--- config.mk ---
export PLATFORM = sky130hd
export DESIGN_NAME = simmem_wr_resp_bank
export DESIGN_NICKNAME = d
export VERILOG_FILES = /design/src/common/simmem_cfg_pkg.sv /design/src/common/simmem_types_pkg.sv /design/src/logic/slot_ram.sv /design/src/logic/slot_allocator.sv /design/src/lists/list_ctrl.sv /design/src/lists/release_sched.sv /design/src/logic/msg_port_arbiter.sv /design/src/logic/simmem_wr_resp_bank.sv
export SDC_FILE = /design/constraint.sdc
export NUM_CORES = 1
export LEC_CHECK = 0
export BUFFER_PORTS_ARGS = -buffer_cell sky130_fd_sc_hd__buf_2
export CORE_MARGIN = 10
export CORE_UTILIZATION = 51
export CTS_CLUSTER_DIAMETER = 200
export DETAILED_ROUTE_END_ITERATION = 8
export GPL_ROUTABILITY_DRIVEN = 0
export PLACE_DENSITY = 0.68
export SETUP_SLACK_MARGIN = 0.4
export SLEW_MARGIN = 30
export SYNTH_ARGS = -nofsm -noshare
export SYNTH_HDL_FRONTEND = slang
export SYNTH_SLANG_ARGS = --single-unit
--- constraint.sdc ---
create_clock -name clk_i -period 4 [get_ports clk_i]
set_clock_uncertainty 0.15 [all_clocks]
set_input_delay 0.4 -clock clk_i [delete_from_list [all_inputs] [get_ports clk_i]]
set_output_delay 0.4 -clock clk_i [all_outputs]
set_load 0.03 [all_outputs]
--- src/common/simmem_cfg_pkg.sv ---
// Response bank sizes

package simmem_cfg_pkg;

  // Transaction identifiers
  localparam int unsigned NumIds = 4;
  localparam int unsigned IdWidth = 2;

  // Shared slot pool
  localparam int unsigned Capacity = 8;
  localparam int unsigned SlotWidth = 3;

  // Payload of one write response
  localparam int unsigned PayloadWidth = 16;

  // Per-list counters must hold the value Capacity itself
  localparam int unsigned CountWidth = 4;

endpackage

--- src/common/simmem_types_pkg.sv ---
// Response bank types

package simmem_types_pkg;

  import simmem_cfg_pkg::*;

  typedef logic [IdWidth-1:0] id_t;
  typedef logic [SlotWidth-1:0] slot_t;
  typedef logic [Capacity-1:0] slot_mask_t;
  typedef logic [PayloadWidth-1:0] payload_t;
  typedef logic [CountWidth-1:0] count_t;

  // Response as seen on the bank ports
  typedef struct packed {
    id_t      id;
    payload_t payload;
  } msg_t;

  // Message memory write
  typedef struct packed {
    logic     en;
    slot_t    slot;
    payload_t data;
  } mem_wr_t;

  // Pointer memory write, slot points to next
  typedef struct packed {
    logic  en;
    slot_t slot;
    slot_t next;
  } link_wr_t;

endpackage

--- src/logic/slot_ram.sv ---
// Slot indexed register memory

`timescale 1ns/10ps

module slot_ram import simmem_cfg_pkg::*, simmem_types_pkg::*; #(
  parameter type entry_t = logic
) (
  input  logic   clk_i,
  input  logic   rst_ni,
  input  logic   wr_en_i,
  input  slot_t  wr_slot_i,
  input  entry_t wr_data_i,
  input  slot_t  rd_slot_i,
  output entry_t rd_data_o
);

  entry_t mem_q [Capacity];

  always_ff @(posedge clk_i or negedge rst_ni) begin
    if (!rst_ni) begin
      mem_q <= '{default: '0};
    end else if (wr_en_i) begin
      mem_q[wr_slot_i] <= wr_data_i;
    end
  end

  // Combinational read, a same-cycle write shows up next cycle
  assign rd_data_o = mem_q[rd_slot_i];

endmodule

--- src/logic/slot_allocator.sv ---
// Slot pool occupancy

`timescale 1ns/10ps

module slot_allocator import simmem_cfg_pkg::*, simmem_types_pkg::*; (
  input  logic       clk_i,
  input  logic       rst_ni,
  input  logic       res_valid_i,
  output logic       res_ready_o,
  output logic       res_fire_o,
  output slot_t      free_slot_o,
  input  slot_mask_t freed_i
);

  slot_mask_t occ_q;
  slot_mask_t occ_d;
  slot_mask_t set_mask;

  // Priority chain, lowest free slot wins
  always_comb begin
    free_slot_o = '0;
    for (int i = Capacity - 1; i >= 0; i--) begin
      if (!occ_q[i]) begin
        free_slot_o = slot_t'(i);
      end
    end
  end

  assign res_ready_o = ~&occ_q;
  assign res_fire_o = res_valid_i && res_ready_o;

  assign set_mask = res_fire_o ? slot_mask_t'(1) << free_slot_o : '0;

  // Reserved slots are never freed on the same edge
  assign occ_d = (occ_q | set_mask) & ~freed_i;

  always_ff @(posedge clk_i or negedge rst_ni) begin
    if (!rst_ni) begin
      occ_q <= '0;
    end else begin
      occ_q <= occ_d;
    end
  end

endmodule

--- src/lists/list_ctrl.sv ---
// Per-identifier linked lists

`timescale 1ns/10ps

module list_ctrl import simmem_cfg_pkg::*, simmem_types_pkg::*; (
  input  logic                      clk_i,
  input  logic                      rst_ni,
  input  logic                      res_fire_i,
  input  id_t                       res_id_i,
  input  slot_t                     free_slot_i,
  input  id_t                       in_msg_id_i,
  input  logic                      store_fire_i,
  output logic                      store_ok_o,
  output slot_t                     store_slot_o,
  input  logic [NumIds-1:0]         fetch_id_i,
  input  logic                      fetch_i,
  output link_wr_t                  link_wr_o,
  output slot_t                     link_rd_slot_o,
  input  slot_t                     link_rd_data_i,
  output slot_t [NumIds-1:0]        tail_slots_o,
  output logic [NumIds-1:0]         filled_o
);

  // Head is newest reserved, fill is oldest unfilled, tail is oldest filled
  slot_t head_q [NumIds];
  slot_t head_d [NumIds];
  slot_t fill_q [NumIds];
  slot_t fill_d [NumIds];
  slot_t tail_q [NumIds];
  slot_t tail_d [NumIds];
  count_t resv_cnt_q [NumIds];
  count_t resv_cnt_d [NumIds];
  count_t fill_cnt_q [NumIds];
  count_t fill_cnt_d [NumIds];

  slot_t fetch_tail;

  always_comb begin
    fetch_tail = '0;
    for (int i = 0; i < NumIds; i++) begin
      if (fetch_id_i[i]) begin
        fetch_tail |= tail_q[i];
      end
    end
  end

  // Fetch owns the pointer read port, stores are held off by the arbiter then
  assign link_rd_slot_o = fetch_i ? fetch_tail : fill_q[in_msg_id_i];

  assign store_ok_o = resv_cnt_q[in_msg_id_i] != '0;
  assign store_slot_o = fill_q[in_msg_id_i];

  always_comb begin
    for (int i = 0; i < NumIds; i++) begin
      tail_slots_o[i] = tail_q[i];
      filled_o[i] = fill_cnt_q[i] != '0;
    end
  end

  always_comb begin
    head_d = head_q;
    fill_d = fill_q;
    tail_d = tail_q;
    resv_cnt_d = resv_cnt_q;
    fill_cnt_d = fill_cnt_q;
    link_wr_o = '0;

    // Reservation appends the new slot behind the head
    if (res_fire_i) begin
      if (resv_cnt_q[res_id_i] != '0 || fill_cnt_q[res_id_i] != '0) begin
        link_wr_o.en = 1'b1;
        link_wr_o.slot = head_q[res_id_i];
        link_wr_o.next = free_slot_i;
      end
      if (resv_cnt_q[res_id_i] == '0) begin
        fill_d[res_id_i] = free_slot_i;
      end
      head_d[res_id_i] = free_slot_i;
      resv_cnt_d[res_id_i] = resv_cnt_q[res_id_i] + count_t'(1);
    end

    // Store moves the fill pointer along the links
    if (store_fire_i) begin
      if (fill_cnt_q[in_msg_id_i] == '0) begin
        tail_d[in_msg_id_i] = fill_q[in_msg_id_i];
      end
      if (resv_cnt_q[in_msg_id_i] == count_t'(1)) begin
        // Link to a slot reserved right now is still being written
        if (res_fire_i && res_id_i == in_msg_id_i) begin
          fill_d[in_msg_id_i] = free_slot_i;
        end
      end else begin
        fill_d[in_msg_id_i] = link_rd_data_i;
      end
      resv_cnt_d[in_msg_id_i] = resv_cnt_d[in_msg_id_i] - count_t'(1);
      fill_cnt_d[in_msg_id_i] = fill_cnt_q[in_msg_id_i] + count_t'(1);
    end

    // Fetch takes the tail off the list
    for (int i = 0; i < NumIds; i++) begin
      if (fetch_i && fetch_id_i[i]) begin
        tail_d[i] = link_rd_data_i;
        fill_cnt_d[i] = fill_cnt_d[i] - count_t'(1);
      end
    end
  end

  always_ff @(posedge clk_i or negedge rst_ni) begin
    if (!rst_ni) begin
      head_q <= '{default: '0};
      fill_q <= '{default: '0};
      tail_q <= '{default: '0};
      resv_cnt_q <= '{default: '0};
      fill_cnt_q <= '{default: '0};
    end else begin
      head_q <= head_d;
      fill_q <= fill_d;
      tail_q <= tail_d;
      resv_cnt_q <= resv_cnt_d;
      fill_cnt_q <= fill_cnt_d;
    end
  end

endmodule

--- src/lists/release_sched.sv ---
// Release order and output register

`timescale 1ns/10ps

module release_sched import simmem_cfg_pkg::*, simmem_types_pkg::*; (
  input  logic               clk_i,
  input  logic               rst_ni,
  input  logic [NumIds-1:0]  filled_i,
  input  slot_t [NumIds-1:0] tail_slots_i,
  input  slot_mask_t         release_en_i,
  output logic               fetch_o,
  output logic [NumIds-1:0]  fetch_id_o,
  output slot_t              fetch_slot_o,
  input  payload_t           rd_payload_i,
  output logic               out_valid_o,
  output msg_t               out_msg_o,
  input  logic               out_ready_i,
  output slot_mask_t         released_o
);

  logic [NumIds-1:0] eligible;
  logic              found;
  id_t               pick_id;
  logic              out_valid_q;
  msg_t              out_msg_q;
  slot_t             out_slot_q;
  logic              handshake;

  for (genvar i = 0; i < NumIds; i++) begin : gen_eligible
    assign eligible[i] = filled_i[i] && release_en_i[tail_slots_i[i]];
  end

  // Lowest eligible identifier
  always_comb begin
    found = 1'b0;
    pick_id = '0;
    fetch_id_o = '0;
    for (int i = 0; i < NumIds; i++) begin
      if (eligible[i] && !found) begin
        found = 1'b1;
        pick_id = id_t'(i);
        fetch_id_o[i] = 1'b1;
      end
    end
  end

  assign handshake = out_valid_q && out_ready_i;
  assign fetch_o = found && (!out_valid_q || out_ready_i);
  assign fetch_slot_o = tail_slots_i[pick_id];

  always_ff @(posedge clk_i or negedge rst_ni) begin
    if (!rst_ni) begin
      out_valid_q <= 1'b0;
    end else if (fetch_o) begin
      out_valid_q <= 1'b1;
    end else if (out_ready_i) begin
      out_valid_q <= 1'b0;
    end
  end

  always_ff @(posedge clk_i) begin
    if (fetch_o) begin
      out_msg_q <= '{id: pick_id, payload: rd_payload_i};
      out_slot_q <= fetch_slot_o;
    end
  end

  assign out_valid_o = out_valid_q;
  assign out_msg_o = out_msg_q;
  assign released_o = handshake ? slot_mask_t'(1) << out_slot_q : '0;

endmodule

--- src/logic/msg_port_arbiter.sv ---
// Message memory port arbiter

`timescale 1ns/10ps

module msg_port_arbiter import simmem_types_pkg::*; (
  input  logic    fetch_req_i,
  input  slot_t   fetch_slot_i,
  input  mem_wr_t store_req_i,
  output logic    store_gnt_o,
  output mem_wr_t mem_wr_o,
  output slot_t   mem_rd_slot_o
);

  // Output fetch always wins, input waits while data flows out
  assign store_gnt_o = store_req_i.en && !fetch_req_i;

  always_comb begin
    mem_wr_o = store_req_i;
    mem_wr_o.en = store_gnt_o;
  end

  // One address for the single port
  assign mem_rd_slot_o = fetch_req_i ? fetch_slot_i : store_req_i.slot;

endmodule

--- src/logic/simmem_wr_resp_bank.sv ---
// Write response bank

`timescale 1ns/10ps

module simmem_wr_resp_bank import simmem_cfg_pkg::*, simmem_types_pkg::*; (
  input  logic       clk_i,
  input  logic       rst_ni,
  input  logic       res_valid_i,
  input  id_t        res_id_i,
  output logic       res_ready_o,
  output slot_t      res_slot_o,
  input  logic       in_valid_i,
  input  msg_t       in_msg_i,
  output logic       in_ready_o,
  input  slot_mask_t release_en_i,
  output logic       out_valid_o,
  output msg_t       out_msg_o,
  input  logic       out_ready_i,
  output slot_mask_t released_o
);

  logic               res_fire;
  slot_t              free_slot;
  logic               store_ok;
  slot_t              store_slot;
  logic               store_gnt;
  mem_wr_t            store_req;
  mem_wr_t            mem_wr;
  slot_t              mem_rd_slot;
  payload_t           rd_payload;
  logic               fetch;
  logic [NumIds-1:0]  fetch_id;
  slot_t              fetch_slot;
  link_wr_t           link_wr;
  slot_t              link_rd_slot;
  slot_t              link_rd_data;
  slot_t [NumIds-1:0] tail_slots;
  logic [NumIds-1:0]  filled;

  assign res_slot_o = free_slot;
  assign in_ready_o = store_gnt;
  assign store_req = '{en: in_valid_i && store_ok, slot: store_slot, data: in_msg_i.payload};

  slot_allocator i_slot_allocator (
    .clk_i, .rst_ni, .res_valid_i, .res_ready_o,
    .res_fire_o (res_fire), .free_slot_o (free_slot), .freed_i (released_o)
  );

  list_ctrl i_list_ctrl (
    .clk_i, .rst_ni,
    .res_fire_i (res_fire), .res_id_i, .free_slot_i (free_slot),
    .in_msg_id_i (in_msg_i.id), .store_fire_i (store_gnt),
    .store_ok_o (store_ok), .store_slot_o (store_slot),
    .fetch_id_i (fetch_id), .fetch_i (fetch),
    .link_wr_o (link_wr), .link_rd_slot_o (link_rd_slot), .link_rd_data_i (link_rd_data),
    .tail_slots_o (tail_slots), .filled_o (filled)
  );

  release_sched i_release_sched (
    .clk_i, .rst_ni, .filled_i (filled), .tail_slots_i (tail_slots), .release_en_i,
    .fetch_o (fetch), .fetch_id_o (fetch_id), .fetch_slot_o (fetch_slot),
    .rd_payload_i (rd_payload), .out_valid_o, .out_msg_o, .out_ready_i, .released_o
  );

  msg_port_arbiter i_msg_port_arbiter (
    .fetch_req_i (fetch), .fetch_slot_i (fetch_slot), .store_req_i (store_req),
    .store_gnt_o (store_gnt), .mem_wr_o (mem_wr), .mem_rd_slot_o (mem_rd_slot)
  );

  slot_ram #(.entry_t(payload_t)) i_msg_ram (
    .clk_i, .rst_ni, .wr_en_i (mem_wr.en), .wr_slot_i (mem_wr.slot), .wr_data_i (mem_wr.data),
    .rd_slot_i (mem_rd_slot), .rd_data_o (rd_payload)
  );

  slot_ram #(.entry_t(slot_t)) i_link_ram (
    .clk_i, .rst_ni, .wr_en_i (link_wr.en), .wr_slot_i (link_wr.slot), .wr_data_i (link_wr.next),
    .rd_slot_i (link_rd_slot), .rd_data_o (link_rd_data)
  );

endmodule

Word level (Yosys, flattened, before mapping):

Cells that the tools add are included.
W data, S select, Z words.

* bits in registers: 250
* bits of input ports: 33
* output and inout bits: 32
* logic and storage cells: 238

* $add $sub $neg: 7
* order comparisons: 15
* eq/ne operators: 2
* shift-type cells: 2
* muxes and demuxes: 107
* bitwise gates (word level): 12
* reduce and logical (&&, ||, !) cells: 52

Operators with widths (count)
* $bwmux W128: 1
* $mux W16: 6
* $mux W12: 7
* $mux W3: 28
* $mux W4: 16
* $bwmux W12: 5
* $bmux W16 S3: 1
* $bwmux W16: 3
* $demux W16 S3: 1
* $bmux W4 S2: 5
* $reduce_bool A4 Y1: 7
* $bwmux W24: 1
* $logic_and A1 B1 Y1: 21
* $sub A4 B1 Y4 const B: 5
* $bmux W3 S2: 3
* $reduce_bool A2 Y1: 9
* $demux W4 S2: 2
* $ge A4 B4 Y1 const B: 4
* $lt A3 B4 Y1 const B: 4
* $mux W8: 2
* $not A3 Y4: 4
* $shl A1 B3 Y8 const A: 2
* $mux W1: 14
* $mux W7: 2
* other kinds (22): 44

Logic depth before layout (Yosys ltp):

* depth in word-level cells: 22
* depth in mapped cells: 14
* gate-level depth less buffers: 11

Modules after synthesis:

Synthesis repeated with hierarchy kept, for this count alone.

* cells, all modules: 1022
* area, all modules: 13465.4 um^2

By module, submodules not included
* slot_ram at i_msg_ram: instances 1, cells each 336, area an instance 5929.4 um^2, seq. area each 3203.1 um^2
* list_ctrl: instances 1, cells each 456, area an instance 4550.6 um^2, seq. area each 1701.6 um^2
* release_sched: instances 1, cells each 95, area an instance 1238.7 um^2, seq. area each 655.6 um^2
* slot_ram at i_link_ram: instances 1, cells each 66, area an instance 1158.6 um^2, seq. area each 600.6 um^2
* slot_allocator: instances 1, cells each 44, area an instance 389.1 um^2, seq. area each 200.2 um^2
* msg_port_arbiter: instances 1, cells each 24, area an instance 192.7 um^2, seq. area each 0.0 um^2
* simmem_wr_resp_bank: instances 1, cells each 1, area an instance 6.3 um^2, seq. area each 0.0 um^2

Worst setup path before layout:

Ideal clock, no wire load.

* path kind: reg-to-reg
* start: register i_list_ctrl.tail_q, in the netlist i_list_ctrl.tail_slots_o[3]
* end: register i_msg_ram.mem_q[10] (netlist name)
* library setup time: 0.125 ns
* data arrival time: 3.165 ns
* path slack: 0.560 ns
* cell stages (with the launch flop): 11
* path buffers: 2
* clock period less this slack: 3.440 ns
* cell sequence: dfrtp_1 > buf_2 > mux4_2 > or2_1 > nand2_4 > a41oi_4 > nor3_2 > nand2_1 > nor2_1 > buf_4 > mux2_2

* cells in the longest elaborated chain, start to end: 14

Ends and longest elaborated chain
* start, declared: RTL line list_ctrl.sv:29 `slot_t tail_q [NumIds];`
* start signal, assigned: RTL line list_ctrl.sv:118 `tail_q <= tail_d;`
* $bmux W1 S3 *: RTL line release_sched.sv:30 `assign eligible[i] = filled_i[i] && release_en_i[tail_slots_i[i]];`
* $mux W1 (implied by the code) *: RTL line release_sched.sv:30
* $logic_and A1 B1 Y1 *: RTL line release_sched.sv:30
* $logic_and A1 B1 Y1 *: RTL line release_sched.sv:39 `if (eligible[i] && !found) begin`
* $mux W1 *: RTL line release_sched.sv:39
* $logic_not A1 Y1: RTL line release_sched.sv:39
* $logic_and A1 B1 Y1: RTL line release_sched.sv:39
* $mux W1 *: RTL line release_sched.sv:39
* $logic_not A1 Y1: RTL line release_sched.sv:39
* $logic_and A1 B1 Y1: RTL line release_sched.sv:39
* $mux W1 *: RTL line release_sched.sv:39
* $logic_and A1 B1 Y1 *: RTL line release_sched.sv:48 `assign fetch_o = found && (!out_valid_q || out_ready_i);`
* $logic_not A1 Y1 *: RTL line msg_port_arbiter.sv:15 `assign store_gnt_o = store_req_i.en && !fetch_req_i;`
* $logic_and A1 B1 Y1 *: RTL line msg_port_arbiter.sv:15
* net in_ready_o: RTL line simmem_wr_resp_bank.sv:14 `output logic in_ready_o,`
* end signal, assigned by index: RTL line slot_ram.sv:23 `mem_q[wr_slot_i] <= wr_data_i;`
* end, declared: RTL line slot_ram.sv:17 `entry_t mem_q [Capacity];`

The timed path passes the listed nets; every way through them passes the cells marked *. The select of a mux whose other input is x is not followed.
A chain may end at the register's enable or synchronous reset.

==> results.yml <==
cts:
  cts.sinks: 250
  htreeDepth: 1
  numCtsBuffers: 27
  cts_buffer_depth: 3
  clock_latency_ps: 550
  cts_root_buf: "clkbuf_16"
  cts_tree: "done"
  path_clk_slew_ps: 60
worst_setup_path:
  end_kind: "flop"
  worstPathCellList: "mux4_2 > or2_1 > nand2_4 > a41oi_4 > buf_4 > nor4b_2 > buf_4 > mux2i_1 > ha_1 > nand2_1 > xor2_1"
  cp_top_family: "multiplexers"
  setup.worst_path.start_class: "flop"
  worst_path_most_repeated_cell: "buf_4"
  path_buf_inv: 2
  worstPathArrival_ps: 3720
  criticalPathCategory: "reg2reg"
  cp_max_fo: 11
  critPathRequiredTime_ps: 4270
  cp_slowest_cell: "mux4_2"
  slowest_delay_ps: 510
logic_synthesis:
  syn_area_sq_mm: 0.0134
  synthCells: 1114
  synth_cell_types: 67
  synth_seq_area_share: 0.476
  syn_nets: 1156
  synth-main-ff-cell: "dfrtp_1"
  ys_ff_latch: 250
  ys_warn_count: 0
  syn_avg_cell_area_sq_um: 12.0
  synth_edf_count: 21
  synth-async-reset-ratio: 0.916
sta:
  max_freq_ghz: 0.290
  fin_crit_ps: 3450
  tns_ps: 0
  slew_headroom: 0.454
  tightest_slew_ps: 813
  final_max_slew_viol_count: 0
  hold_viol: 0
  setup_violations: 0
  rsz0062_at_grt: "no"
  period_share: 0.862
power:
  p_sw_mw: 5.25
  internal_power_mw: 8.01
  irDropWorstVdd_v: 0.000538
  sw_frac_of_total: 0.396
  p_total_mw: 13.3
  powerDensity_mw_per_mm2: 872
  combPwrFrac: 0.475
  clkPwrFrac: 0.181
  power_frac_seq: 0.344
  p_leak_nw: 6.78
placed_design:
  dp_cells: 1496
  dp_hpwl_um: 21600
  port_buffers: 64
final_layout:
  register_area_sq_mm: 0.00636
  fillers: 2124
  area_growth_pct: 13.6
  layout.cells.non_filler: 1551
  multi_input_area_sq_mm: 0.00671
  nets: 1238
  drive_above_1_share: 0.284
floorplanning:
  row_count: 59
  die-area_sq_mm: 0.0331
  fp.dieH_um: 182
  start_util: 0.516
  num_io_pins: 65
  core_sq_mm: 0.0259
  die_x_um: 182
detailed_routing:
  drt-vias-per-instance: 5.90
  wl_per_cell_um: 20.7
  vias: 9153
  firstDrtPassIters: 5
  drc: 0
  drtIter0Drc: 729
  postRouteAntennaNets: 0
  routed_wl_um: 32100
global_routing:
  grt_pass1_wl_um: 52400
  grt_pass1_vias: 9384
  antenna_found_initial: 2
  grt_use_total: 0.193
  grt_max_degree: 122
  overflow: 0
run:
  drv_cap: 0
hold_path:
  hold_class: "in2reg"
outcome:
  outcome: "completed"
[cells in the mapped netlist (3+ instances only)]
library cell,instances,area share
a21oi_1,28,0.010
o311a_1,3,0.0022
buf_6,3,0.0025
and3_1,4,0.0019
o21ai_0,30,0.011
xor2_1,8,0.0052
a22oi_1,12,0.0067
o21ai_1,14,0.0052
mux2_1,21,0.018
and2_1,10,0.0047
o22ai_1,8,0.0037
inv_1,14,0.0039
o2111ai_1,12,0.0079
nor3_1,9,0.0034
nor2_1,51,0.014
nor4_1,7,0.0033
mux2_2,132,0.11
ha_1,9,0.0084
nor2b_1,11,0.0051
nand2b_1,6,0.0028
nand2_1,100,0.028
mux2_4,20,0.022
clkbuf_1,19,0.0053
o211ai_1,12,0.0067
buf_4,9,0.0051
a21o_1,16,0.0090
nand3_1,17,0.0064
a31oi_1,4,0.0019
nand3b_1,4,0.0022
nand2_4,3,0.0025
mux2i_1,164,0.12
o31ai_1,3,0.0017
or2_2,4,0.0019
mux4_2,18,0.030
a41oi_1,5,0.0033
dfrtp_1,229,0.43
buf_1,5,0.0014
xnor2_1,7,0.0046
nand4_1,3,0.0014
edfxtp_1,21,0.047
buf_2,24,0.0090
[final cells by class]
class	instances	share of cell area
multi-input combinational	788	0.441
sequential	250	0.419
clock buffer	46	0.0545
timing repair buffer	113	0.0523
tap	335	0.0276
inverter	16	0.00395
clock inverter	2	0.00165
antenna	1	0.000165
[kinds of logic after synthesis]
| group | synth area share |
|---|---|
| buffers and inverters | 0.0278 |
| flip-flops | 0.476 |
| adder cells (fa/ha/maj) | 0.00842 |
| AO/OA/AOI/OAI | 0.0840 |
| XOR/XNOR | 0.00982 |
| multiplexers | 0.304 |
| AND/OR/NAND/NOR | 0.0901 |
[final timing paths]
| kind | startpoint | to | slack [ps] | cells after the start |
|---|---|---|---|---|
| min in group asynchronous | rst_ni | i_list_ctrl.fill_cnt_q[4] | 180 | 2 |
| setup reg to reg | i_list_ctrl.tail_slots_o[3] | i_list_ctrl.fill_cnt_q[6] | 550 | 11 |
| setup / recovery | i_list_ctrl.tail_slots_o[3] | i_list_ctrl.fill_cnt_q[6] | 550 | 11 |
| hold / removal | in_msg_i[15] | i_msg_ram.mem_q[63] | 20 | 2 |
| hold reg to reg | i_list_ctrl.head_q[10] | i_list_ctrl.head_q[10] | 330 | 2 |
| max in group asynchronous | rst_ni | i_msg_ram.mem_q[68] | 2370 | 4 |
[power groups by stage]
stage                     Sequential [mW]  Combinational [mW]  Clock (mW)
after floorplan                      4.48                4.53           0
after global placement               4.54                6.12           0
after detailed placement             4.56                6.25           0
after CTS                            4.54                6.28        2.45
after global routing                 4.70                6.86        2.55
final                                4.56                6.30        2.40
[cells in the final DEF (no fill, tap or decap), types with 20 or more instances in the layout]
cell type and count:
mux2_1 21, mux2_4 20, clkbuf_16 28, buf_2 63, nand2_1 100, mux2_2 132, dfrtp_1 227, nor2_1 50
o21ai_0 30, mux2i_1 163, buf_4 38, edfxtp_1 21, a21oi_1 27
[through the flow]
| stage | worst slack (ps) | hold WS (ps) | util | instance area [sq um] |
|---|---|---|---|---|
| 6_report | 550 | 19.7 | 0.587 | 15200 |
| 5_1_grt | 411 | 29.5 | 0.587 | 15200 |
| 3_3_place_gp | 482 | 308 | 0.549 | 14200 |
| 4_1_cts | 426 | 1.67 | 0.583 | 15100 |
| 2_1_floorplan | 560 | -45.6 | - | 13400 |
| 3_5_place_dp | 458 | 317 | 0.549 | 14200 |
[sequential cells by signal, indices dropped and copies added (netlist names), 8 cells and up]
signal	count
i_list_ctrl.resv_cnt_q	16
i_link_ram.mem_q	24
i_list_ctrl.tail_slots_o	12
i_slot_allocator.occ_q	8
i_release_sched.out_msg_o	18
i_list_ctrl.fill_q	12
i_list_ctrl.head_q	12
i_msg_ram.mem_q	128
i_list_ctrl.fill_cnt_q	16
[routing by layer]
| metal | share of wire | wire [um] | track usage |
|---|---|---|---|
| met1 | 0.46 | 14600 | 0.260 |
| met2 | 0.48 | 15200 | 0.313 |
| met3 | 0.047 | 1510 | 0.0328 |
| met4 | 0.022 | 703 | 0.0556 |
| met5 | 0.00041 | 13 | 0 |
[timing repair]
| item | in CTS | in global routing |
|---|---|---|
| setup endpoints to repair | 0 | 44 |
| resized for setup | 0 | 8 |
| endpoints found under the hold margin | 121 | 0 |
| setup buffers | 0 | 1 |
| hold buffers | 4 | 0 |
(Power assumes the default switching activity.)
